$ cat src/rtl/uart_defines.svh
`ifndef UART_DEFINES_SVH
`define UART_DEFINES_SVH

// frame format
`define UART_DATA_BITS  8
`define UART_OVERSAMPLE 16

// 53 gives about 115200 baud at 100 MHz with 16x oversampling
`define UART_DIV_RESET  16'd53

`define UART_ADDR_W     5

// register word offsets
`define UART_OFS_TXDATA 5'h00
`define UART_OFS_RXDATA 5'h04
`define UART_OFS_STATUS 5'h08
`define UART_OFS_CTRL   5'h0C
`define UART_OFS_DIV    5'h10

`endif

$ cat src/rtl/uart_pkg.sv
`include "uart_defines.svh"

package uart_pkg;

	typedef enum logic [`UART_ADDR_W-1:0] {
		REG_TXDATA = `UART_OFS_TXDATA,
		REG_RXDATA = `UART_OFS_RXDATA,
		REG_STATUS = `UART_OFS_STATUS,
		REG_CTRL   = `UART_OFS_CTRL,
		REG_DIV    = `UART_OFS_DIV
	} uart_reg_e;

	typedef enum logic [1:0] {RX_IDLE, RX_DATA, RX_STOP} rx_state_e;

	typedef enum logic [1:0] {TX_IDLE, TX_START, TX_DATA, TX_STOP} tx_state_e;

	// first field is the MSB, so tx_busy lands on bit 0
	typedef struct packed {
		logic rx_overrun;
		logic rx_valid;
		logic tx_busy;
	} uart_status_t;

	typedef struct packed {
		logic tx_en; // bit 1
		logic rx_en; // bit 0
	} uart_ctrl_t;

endpackage

$ cat src/rtl/uart_axi_pkg.sv
`include "uart_defines.svh"

package uart_axi_pkg;

	typedef enum logic [1:0] {
		RESP_OKAY   = 2'b00,
		RESP_SLVERR = 2'b10
	} axil_resp_e;

	// master to slave
	typedef struct packed {
		logic [`UART_ADDR_W-1:0] awaddr;
		logic                    awvalid;
		logic [31:0]             wdata;
		logic [3:0]              wstrb;
		logic                    wvalid;
		logic                    bready;
		logic [`UART_ADDR_W-1:0] araddr;
		logic                    arvalid;
		logic                    rready;
	} axil_req_t;

	typedef struct packed {
		logic        awready;
		logic        wready;
		axil_resp_e  bresp;
		logic        bvalid;
		logic        arready;
		logic [31:0] rdata;
		axil_resp_e  rresp;
		logic        rvalid;
	} axil_rsp_t;

endpackage

$ cat src/rtl/uart_baud_gen.sv
module uart_baud_gen (
	input  logic        clk_i,
	input  logic        rst_i,
	input  logic [15:0] div_i,
	output logic        tick_o
);

	logic [15:0] cnt;
	logic        wrap;

	// >= so that a smaller divisor written mid-count reloads at once
	assign wrap = (cnt >= div_i);

	always_ff @(posedge clk_i) begin
		if (!rst_i) begin
			cnt    <= '0;
			tick_o <= 1'b0;
		end else begin
			tick_o <= wrap; // one pulse every div_i+1 clocks
			if (wrap) begin
				cnt <= '0;
			end else begin
				cnt <= cnt + 16'd1;
			end
		end
	end

endmodule

$ cat src/rtl/uart_rx.sv
`include "uart_defines.svh"

module uart_rx (
	input  logic                       clk_i,
	input  logic                       rst_i,
	input  logic                       rx_i,
	input  logic                       tick_i,
	input  logic                       rx_en_i,
	output logic [`UART_DATA_BITS-1:0] data_o,
	output logic                       done_o
);
	import uart_pkg::*;

	localparam int TICK_W = $clog2(`UART_OVERSAMPLE);
	localparam int BIT_W  = $clog2(`UART_DATA_BITS);

	rx_state_e                  state;
	logic [1:0]                 rx_sync;
	logic                       rx_line;
	logic [TICK_W-1:0]          tick_cnt;
	logic [BIT_W-1:0]           bit_cnt;
	logic [`UART_DATA_BITS-1:0] shreg;
	logic                       bit_end;
	logic                       half_end;

	assign rx_line  = rx_sync[1];
	assign bit_end  = tick_i && (tick_cnt == TICK_W'(`UART_OVERSAMPLE - 1));
	assign half_end = tick_i && (tick_cnt == TICK_W'(`UART_OVERSAMPLE / 2 - 1));

	always_ff @(posedge clk_i) begin
		if (!rst_i) begin
			rx_sync  <= 2'b11; // line idles high
			state    <= RX_IDLE;
			tick_cnt <= '0;
			bit_cnt  <= '0;
			done_o   <= 1'b0;
		end else begin
			rx_sync <= {rx_sync[0], rx_i};
			done_o  <= 1'b0;
			if (!rx_en_i) begin
				state    <= RX_IDLE;
				tick_cnt <= '0;
				bit_cnt  <= '0;
			end else if (tick_i) begin
				case (state)
					RX_IDLE: begin
						// start bit must stay low up to its middle
						if (rx_line) begin
							tick_cnt <= '0;
						end else if (half_end) begin
							state    <= RX_DATA;
							tick_cnt <= '0;
						end else begin
							tick_cnt <= tick_cnt + 1'b1;
						end
					end
					RX_DATA: begin
						tick_cnt <= tick_cnt + 1'b1; // wraps to 0 at bit_end
						if (bit_end) begin
							bit_cnt <= bit_cnt + 1'b1;
							if (&bit_cnt) begin
								state <= RX_STOP;
							end
						end
					end
					RX_STOP: begin
						tick_cnt <= tick_cnt + 1'b1;
						if (bit_end) begin
							state  <= RX_IDLE;
							done_o <= rx_line; // bad stop bit drops the frame
						end
					end
					default: state <= RX_IDLE;
				endcase
			end
		end
	end

	always_ff @(posedge clk_i) begin
		if (rx_en_i && bit_end && state == RX_DATA) begin
			shreg <= {rx_line, shreg[`UART_DATA_BITS-1:1]}; // lsb first
		end
		if (rx_en_i && bit_end && state == RX_STOP && rx_line) begin
			data_o <= shreg;
		end
	end

endmodule

$ cat src/rtl/uart_tx.sv
`include "uart_defines.svh"

module uart_tx (
	input  logic                       clk_i,
	input  logic                       rst_i,
	input  logic                       tick_i,
	input  logic                       start_i,
	input  logic [`UART_DATA_BITS-1:0] data_i,
	output logic                       tx_o,
	output logic                       busy_o
);
	import uart_pkg::*;

	localparam int TICK_W = $clog2(`UART_OVERSAMPLE);
	localparam int BIT_W  = $clog2(`UART_DATA_BITS);

	tx_state_e                  state;
	logic [TICK_W-1:0]          tick_cnt;
	logic [BIT_W-1:0]           bit_cnt;
	logic [`UART_DATA_BITS-1:0] shreg;
	logic                       bit_end;

	assign bit_end = tick_i && (tick_cnt == TICK_W'(`UART_OVERSAMPLE - 1));
	assign busy_o  = (state != TX_IDLE);

	always_ff @(posedge clk_i) begin
		if (!rst_i) begin
			state    <= TX_IDLE;
			tick_cnt <= '0;
			bit_cnt  <= '0;
			tx_o     <= 1'b1;
		end else begin
			if (state != TX_IDLE && tick_i) begin
				tick_cnt <= tick_cnt + 1'b1; // wraps at bit_end
			end
			case (state)
				TX_IDLE: begin
					tick_cnt <= '0;
					bit_cnt  <= '0;
					if (start_i) begin
						state <= TX_START;
						tx_o  <= 1'b0;
					end
				end
				TX_START: begin
					if (bit_end) begin
						state <= TX_DATA;
						tx_o  <= shreg[0];
					end
				end
				TX_DATA: begin
					if (bit_end) begin
						bit_cnt <= bit_cnt + 1'b1;
						if (&bit_cnt) begin
							state <= TX_STOP;
							tx_o  <= 1'b1;
						end else begin
							tx_o <= shreg[1]; // next bit, shreg shifts this cycle
						end
					end
				end
				TX_STOP: begin
					if (bit_end) begin
						state <= TX_IDLE;
					end
				end
				default: state <= TX_IDLE;
			endcase
		end
	end

	always_ff @(posedge clk_i) begin
		if (state == TX_IDLE && start_i) begin
			shreg <= data_i;
		end else if (state == TX_DATA && bit_end) begin
			shreg <= shreg >> 1;
		end
	end

endmodule

$ cat src/rtl/uart_regs.sv
`include "uart_defines.svh"

module uart_regs (
	input  logic                       clk_i,
	input  logic                       rst_i,
	input  uart_axi_pkg::axil_req_t    axil_req_i,
	input  logic [`UART_DATA_BITS-1:0] rx_data_i,
	input  logic                       rx_done_i,
	input  logic                       tx_busy_i,
	output uart_axi_pkg::axil_rsp_t    axil_rsp_o,
	output uart_pkg::uart_ctrl_t       ctrl_o,
	output logic [15:0]                div_o,
	output logic                       tx_start_o,
	output logic [`UART_DATA_BITS-1:0] tx_data_o
);
	import uart_pkg::*;
	import uart_axi_pkg::*;

	uart_ctrl_t                 ctrl_q;
	logic [15:0]                div_q;
	logic [`UART_DATA_BITS-1:0] rx_data_q;
	logic                       rx_valid_q;
	logic                       rx_overrun_q;
	logic                       bvalid_q;
	axil_resp_e                 bresp_q;
	logic                       rvalid_q;
	axil_resp_e                 rresp_q;
	logic [31:0]                rdata_q;
	logic                       wr_acc;
	logic                       rd_acc;
	logic                       tx_launch;
	logic                       rx_read;
	uart_reg_e                  wr_reg;
	uart_reg_e                  rd_reg;
	uart_status_t               status;

	// one write in flight, address and data taken together
	assign wr_acc = axil_req_i.awvalid && axil_req_i.wvalid && !bvalid_q;
	assign rd_acc = axil_req_i.arvalid && !rvalid_q;
	assign wr_reg = uart_reg_e'(axil_req_i.awaddr);
	assign rd_reg = uart_reg_e'(axil_req_i.araddr);

	assign tx_launch = wr_acc && wr_reg == REG_TXDATA && axil_req_i.wstrb[0]
		&& ctrl_q.tx_en && !tx_busy_i; // writes while busy are lost
	assign rx_read = rd_acc && rd_reg == REG_RXDATA;

	assign status.rx_overrun = rx_overrun_q;
	assign status.rx_valid   = rx_valid_q;
	assign status.tx_busy    = tx_busy_i;

	assign ctrl_o = ctrl_q;
	assign div_o  = div_q;

	always_comb begin
		axil_rsp_o         = '0;
		axil_rsp_o.awready = wr_acc;
		axil_rsp_o.wready  = wr_acc;
		axil_rsp_o.bresp   = bresp_q;
		axil_rsp_o.bvalid  = bvalid_q;
		axil_rsp_o.arready = !rvalid_q;
		axil_rsp_o.rdata   = rdata_q;
		axil_rsp_o.rresp   = rresp_q;
		axil_rsp_o.rvalid  = rvalid_q;
	end

	always_ff @(posedge clk_i) begin
		if (!rst_i) begin
			bvalid_q   <= 1'b0;
			bresp_q    <= RESP_OKAY;
			ctrl_q     <= '0;
			div_q      <= `UART_DIV_RESET;
			tx_start_o <= 1'b0;
		end else begin
			tx_start_o <= tx_launch;
			if (bvalid_q && axil_req_i.bready) begin
				bvalid_q <= 1'b0;
			end
			if (wr_acc) begin
				bvalid_q <= 1'b1;
				bresp_q  <= RESP_OKAY;
				case (wr_reg)
					REG_TXDATA, REG_RXDATA, REG_STATUS: ; // no stored state here
					REG_CTRL: if (axil_req_i.wstrb[0]) ctrl_q <= uart_ctrl_t'(axil_req_i.wdata[1:0]);
					REG_DIV: begin
						if (axil_req_i.wstrb[0]) div_q[7:0] <= axil_req_i.wdata[7:0];
						if (axil_req_i.wstrb[1]) div_q[15:8] <= axil_req_i.wdata[15:8];
					end
					default: bresp_q <= RESP_SLVERR;
				endcase
			end
		end
	end

	always_ff @(posedge clk_i) begin
		if (!rst_i) begin
			rvalid_q     <= 1'b0;
			rx_valid_q   <= 1'b0;
			rx_overrun_q <= 1'b0;
		end else begin
			if (rvalid_q && axil_req_i.rready) begin
				rvalid_q <= 1'b0;
			end
			if (rd_acc) begin
				rvalid_q <= 1'b1;
			end
			if (rx_read) begin
				rx_valid_q   <= 1'b0;
				rx_overrun_q <= 1'b0;
			end
			// a byte arriving with the read is the new one, not an overrun
			if (rx_done_i) begin
				rx_valid_q <= 1'b1;
				if (rx_valid_q && !rx_read) begin
					rx_overrun_q <= 1'b1;
				end
			end
		end
	end

	always_ff @(posedge clk_i) begin
		if (rd_acc) begin
			rresp_q <= RESP_OKAY;
			rdata_q <= '0;
			case (rd_reg)
				REG_TXDATA: ; // write only, reads zero
				REG_RXDATA: rdata_q <= 32'(rx_data_q);
				REG_STATUS: rdata_q <= 32'(status);
				REG_CTRL:   rdata_q <= 32'(ctrl_q);
				REG_DIV:    rdata_q <= 32'(div_q);
				default:    rresp_q <= RESP_SLVERR;
			endcase
		end
		if (rx_done_i) begin
			rx_data_q <= rx_data_i;
		end
		if (tx_launch) begin
			tx_data_o <= axil_req_i.wdata[`UART_DATA_BITS-1:0];
		end
	end

endmodule

$ cat src/rtl/uart_top.sv
`include "uart_defines.svh"

module uart_top (
	input  logic                    clk_i,
	input  logic                    rst_i,
	input  uart_axi_pkg::axil_req_t axil_req_i,
	input  logic                    rx_i,
	output uart_axi_pkg::axil_rsp_t axil_rsp_o,
	output logic                    tx_o
);
	import uart_pkg::*;

	uart_ctrl_t                 ctrl;
	logic [15:0]                div;
	logic                       tick;
	logic [`UART_DATA_BITS-1:0] rx_data;
	logic                       rx_done;
	logic                       tx_start;
	logic [`UART_DATA_BITS-1:0] tx_data;
	logic                       tx_busy;

	uart_regs u_uart_regs (
		.clk_i      (clk_i),
		.rst_i      (rst_i),
		.axil_req_i (axil_req_i),
		.rx_data_i  (rx_data),
		.rx_done_i  (rx_done),
		.tx_busy_i  (tx_busy),
		.axil_rsp_o (axil_rsp_o),
		.ctrl_o     (ctrl),
		.div_o      (div),
		.tx_start_o (tx_start),
		.tx_data_o  (tx_data)
	);

	uart_baud_gen u_uart_baud_gen (
		.clk_i  (clk_i),
		.rst_i  (rst_i),
		.div_i  (div),
		.tick_o (tick)
	);

	// tx_en only gates the launch inside the register block
	uart_rx u_uart_rx (
		.clk_i   (clk_i),
		.rst_i   (rst_i),
		.rx_i    (rx_i),
		.tick_i  (tick),
		.rx_en_i (ctrl.rx_en),
		.data_o  (rx_data),
		.done_o  (rx_done)
	);

	uart_tx u_uart_tx (
		.clk_i   (clk_i),
		.rst_i   (rst_i),
		.tick_i  (tick),
		.start_i (tx_start),
		.data_i  (tx_data),
		.tx_o    (tx_o),
		.busy_o  (tx_busy)
	);

endmodule

$ cat config.mk
export PLATFORM = sky130hd
export DESIGN_NAME = uart_top
export DESIGN_NICKNAME = d
export VERILOG_FILES = /design/src/rtl/uart_pkg.sv /design/src/rtl/uart_axi_pkg.sv /design/src/rtl/uart_baud_gen.sv /design/src/rtl/uart_rx.sv /design/src/rtl/uart_tx.sv /design/src/rtl/uart_regs.sv /design/src/rtl/uart_top.sv
export VERILOG_INCLUDE_DIRS = /design/src /design/src/rtl
export SDC_FILE = /design/constraint.sdc
export NUM_CORES = 1
export LEC_CHECK = 0
export BUFFER_PORTS_ARGS = -buffer_cell sky130_fd_sc_hd__buf_2
export CAP_MARGIN = 30
export CORE_MARGIN = 5
export CORE_UTILIZATION = 52
export DETAILED_ROUTE_END_ITERATION = 10
export PLACE_DENSITY = 0.81
export SETUP_SLACK_MARGIN = 0.02
export SLEW_MARGIN = 20
export SYNTH_ARGS = -nofsm -noshare
export SYNTH_HDL_FRONTEND = slang
export SYNTH_HIERARCHICAL = 1
export SYNTH_SLANG_ARGS = --single-unit
$ cat constraint.sdc
create_clock -name clk_i -period 2.9 [get_ports clk_i]
set_clock_uncertainty 0.2 [all_clocks]
set_input_delay 0.435 -clock clk_i [delete_from_list [all_inputs] [get_ports clk_i]]
set_output_delay 0.435 -clock clk_i [all_outputs]
set_load 0.05 [all_outputs]
==> metrics <==
status finished clean; hold path startpoint axil_req_i[25]; Via density between 5 and 6; GRT Util Overall 18.3%; R2R Setup Slk ~0.18 ns; commonest register cell after synthesis dfxtp_1; number of enable flip-flop cells after synthesis 57; row cnt 37; initial antenna violation count 0; Gate Count Post-Synth 491; fraction of layout cells with a size suffix above 1 19.8%; Final Cell Area 6630 um2; Max Root-Sink Buffers 2; part of the power in registers 45.1%; setup_tns 0 ns; port bufs 59; Final Hold Vio Count 0; worst-margin pin slew roughly 0.70 ns; Congestion Overflow GR 0; Mean Syn Cell Area 11.3 um2; leading area contributor after synthesis edfxtp_1; crit end category flop; DR vias approximately 3,800; Tcrit/Tclk final between 90% and 100%; most frequent cells in the layout dfxtp_1, buf_2, edfxtp_1; I/O Pins 96; Worst VDD drop 482 uV; Post-Syn Area 5530 um2; number of synthesized register bits 120; Setup violations, final 0; first-pass GRT wire length 18.4 mm; Worst Hold End u_uart_regs/div_o[12]; Leak ~2.7 nW; Power Dens Cells 601 nW/um2; Hold WS 0.0234 ns; Pint ~3.1 mW; hold path depth 3; Seq/Total Area, Yosys ~54%; Reg area 2970 um2; CTS Sinks 120; largest net degree at the start of global routing 22; Hold Path Class primary input to flop; placed standard-cell area 5900 um2; worst-path fanout max 16; die area 12,800 um2; Yosys Warn Count 6; Clk Latency, worst-skew pair slightly above 0.5 ns; worst reg2reg path startpoint u_uart_baud_gen/cnt[0]; Pwr Total 3.98 mW; Die Wd 113 um; worst r2r dst u_uart_baud_gen/cnt[2]; top cell type's share of synthesized area 30.9%; DRC viols 0; worst r2r path cells 7; Sw Pwr 925 uW; Critical Path AT 2.95 ns; drt pass-1 iters 4; RSZ-0062 raised after global routing false; PostCTS Resize Cnt 0; clock network fraction of total power 48.2%; final antenna diode count 0; commonest non-fill, non-tap cell in the layout dfxtp_1; Root Driver clkbuf_8; Highest Clock Rate 367 MHz; startpoint types flop; number of global-route vias before repair 3,886; Max Slew Vio Count 0; Comb pwr share 6.7%; TritonCTS clock tree built; Iter 0 DRT Violations 219; relative slew slack between 50% and 60%; # fillers between 700 and 800; Routed WL roughly 12 mm; asr flop ratio synth 0%; multi-input logic area 2300 um2; max-cap check violation count 0; htree depth 4; top post-synthesis cells by area edfxtp_1, dfxtp_1, ha_1; core box area 10,400 um2; Final HPWL DP 8.06 mm; DR WL/cell roughly 16 um; Starting Density between 50% and 60%; Final GP Congestion ~0.87; die height 113 um; switch share 23.2%; Clk pin slew, worst setup/hold paths about 0.06 ns; Area Growth Syn to Fin 19.9%; post-synth cell types ~60; WP data required between 3 and 4 ns; final core utilization between 60% and 70%; TritonCTS Buffers 17; layout net count 666; Final Critical Period between 2 and 3 ns; DRT antenna net count 0; crit path kind flop to flop
==> synthesized netlist by cell type (2+ instances only) <==
cell	count
nand2_1	52
xor2_1	10
a22o_1	5
mux2_2	7
mux2i_1	27
a41oi_1	3
inv_1	30
clkbuf_1	7
nand4b_1	3
nand4_1	9
buf_6	2
nand3b_1	3
and3_1	4
nor3_4	2
a221o_1	2
nor3_1	5
buf_4	22
nor2b_1	15
nand2b_1	6
or2_2	2
a311oi_1	3
a21o_1	2
o21ai_0	8
dfxtp_1	63
a21oi_1	9
and2_1	11
a32oi_1	2
o21a_1	2
xnor2_1	8
ha_1	33
nor2_1	41
and4_1	3
edfxtp_1	57
nand3_1	8
==> registers in the layout, summed over array words and instances (netlist names), 3 cells and up <==
name,cells
u_uart_regs/div_o,16
u_uart_tx/shreg,8
u_uart_regs/rdata_q,16
u_uart_rx/bit_cnt,3
u_uart_regs/tx_data_o,8
u_uart_rx/tick_cnt,4
u_uart_tx/tick_cnt,4
u_uart_rx/data_o,8
u_uart_rx/shreg,8
u_uart_baud_gen/cnt,16
u_uart_regs/rx_data_q,8
u_uart_tx/bit_cnt,3
==> per-stage QoR <==
stage	setup WS, ns	std cells
2_1_floorplan	0.497	508
3_3_place_gp	0.584	678
3_5_place_dp	0.406	678
4_1_cts	0.196	728
5_1_grt	0.0360	728
6_report	0.177	728
==> area by class of cell <==
class,count,area share (%)
sequential,120,44.8
multi-input combinational,327,34.7
timing repair buffer,83,7.85
clock buffer,21,6.92
tap,136,2.57
inverter,30,1.70
clock inverter,11,1.47
==> how the worst max path moves through the flow <==
stage	depth (start not counted)	endpoint	from	slack, ns
detailed placement	7	u_uart_baud_gen/cnt[6]	u_uart_baud_gen/cnt[0]	0.41
global route	7	u_uart_baud_gen/cnt[0]	u_uart_baud_gen/cnt[0]	0.04
finish	7	u_uart_baud_gen/cnt[2]	u_uart_baud_gen/cnt[0]	0.18
global placement	7	u_uart_baud_gen/cnt[12]	u_uart_baud_gen/cnt[0]	0.58
CTS	7	u_uart_baud_gen/cnt[2]	u_uart_baud_gen/cnt[0]	0.20
floorplan	5	u_uart_regs/tx_data_o[0]	u_uart_tx/state[0]	0.50
==> power groups by stage <==
| stage | combinational, mW | sequential (mW) | clock [mW] |
|---|---|---|---|
| after floorplan | 0.150 | 1.88 | 0 |
| after global placement | 0.238 | 1.83 | 0 |
| after detailed placement | 0.244 | 1.83 | 0 |
| after CTS | 0.266 | 1.80 | 1.96 |
| after global routing | 0.281 | 1.80 | 2.05 |
| final | 0.266 | 1.80 | 1.92 |
==> per-layer routing <==
layer	up-vias	routed length (um)	track usage, %	share of wire (%)
li1	1872	-	-	-
met1	1832	4690	20.7	41
met2	99	6000	32.8	52
met3	21	587	5.78	5.1
met4	0	255	6.25	2.2
met5	-	0	0	0
==> kinds of logic (layout without fill, tap and decap cells) <==
logic type	Yosys count	in the layout	synth area share (%)
AOI/OAI and AO/OA	52	52	7.28
and+or+nand+nor	172	172	16.4
buffers and inverters	61	145	5.90
muxes	34	34	6.31
xor gates and xnor gates	18	18	2.85
other	1	18	0.0678
adders and majority gates	33	33	7.46
DFF	120	120	53.7
==> repair_timing <==
| action | in CTS | in global routing |
|---|---|---|
| hold buffers | 18 | 0 |
| endpoints found under the setup margin | 0 | 0 |
| setup buffers | 0 | 0 |
| hold endpoints to repair | 21 | 0 |
==> worst max-delay path, cell delays in order (launching register included) <==
cell and delay (ns):
dfxtp_1 0.39, inv_1 0.07, ha_1 0.26, nand2b_1 0.16
a2111oi_0 0.68, or4b_1 0.25, nand4_2 0.39, nor2_1 0.24
No activity file was read; power rests on OpenSTA's default activity.
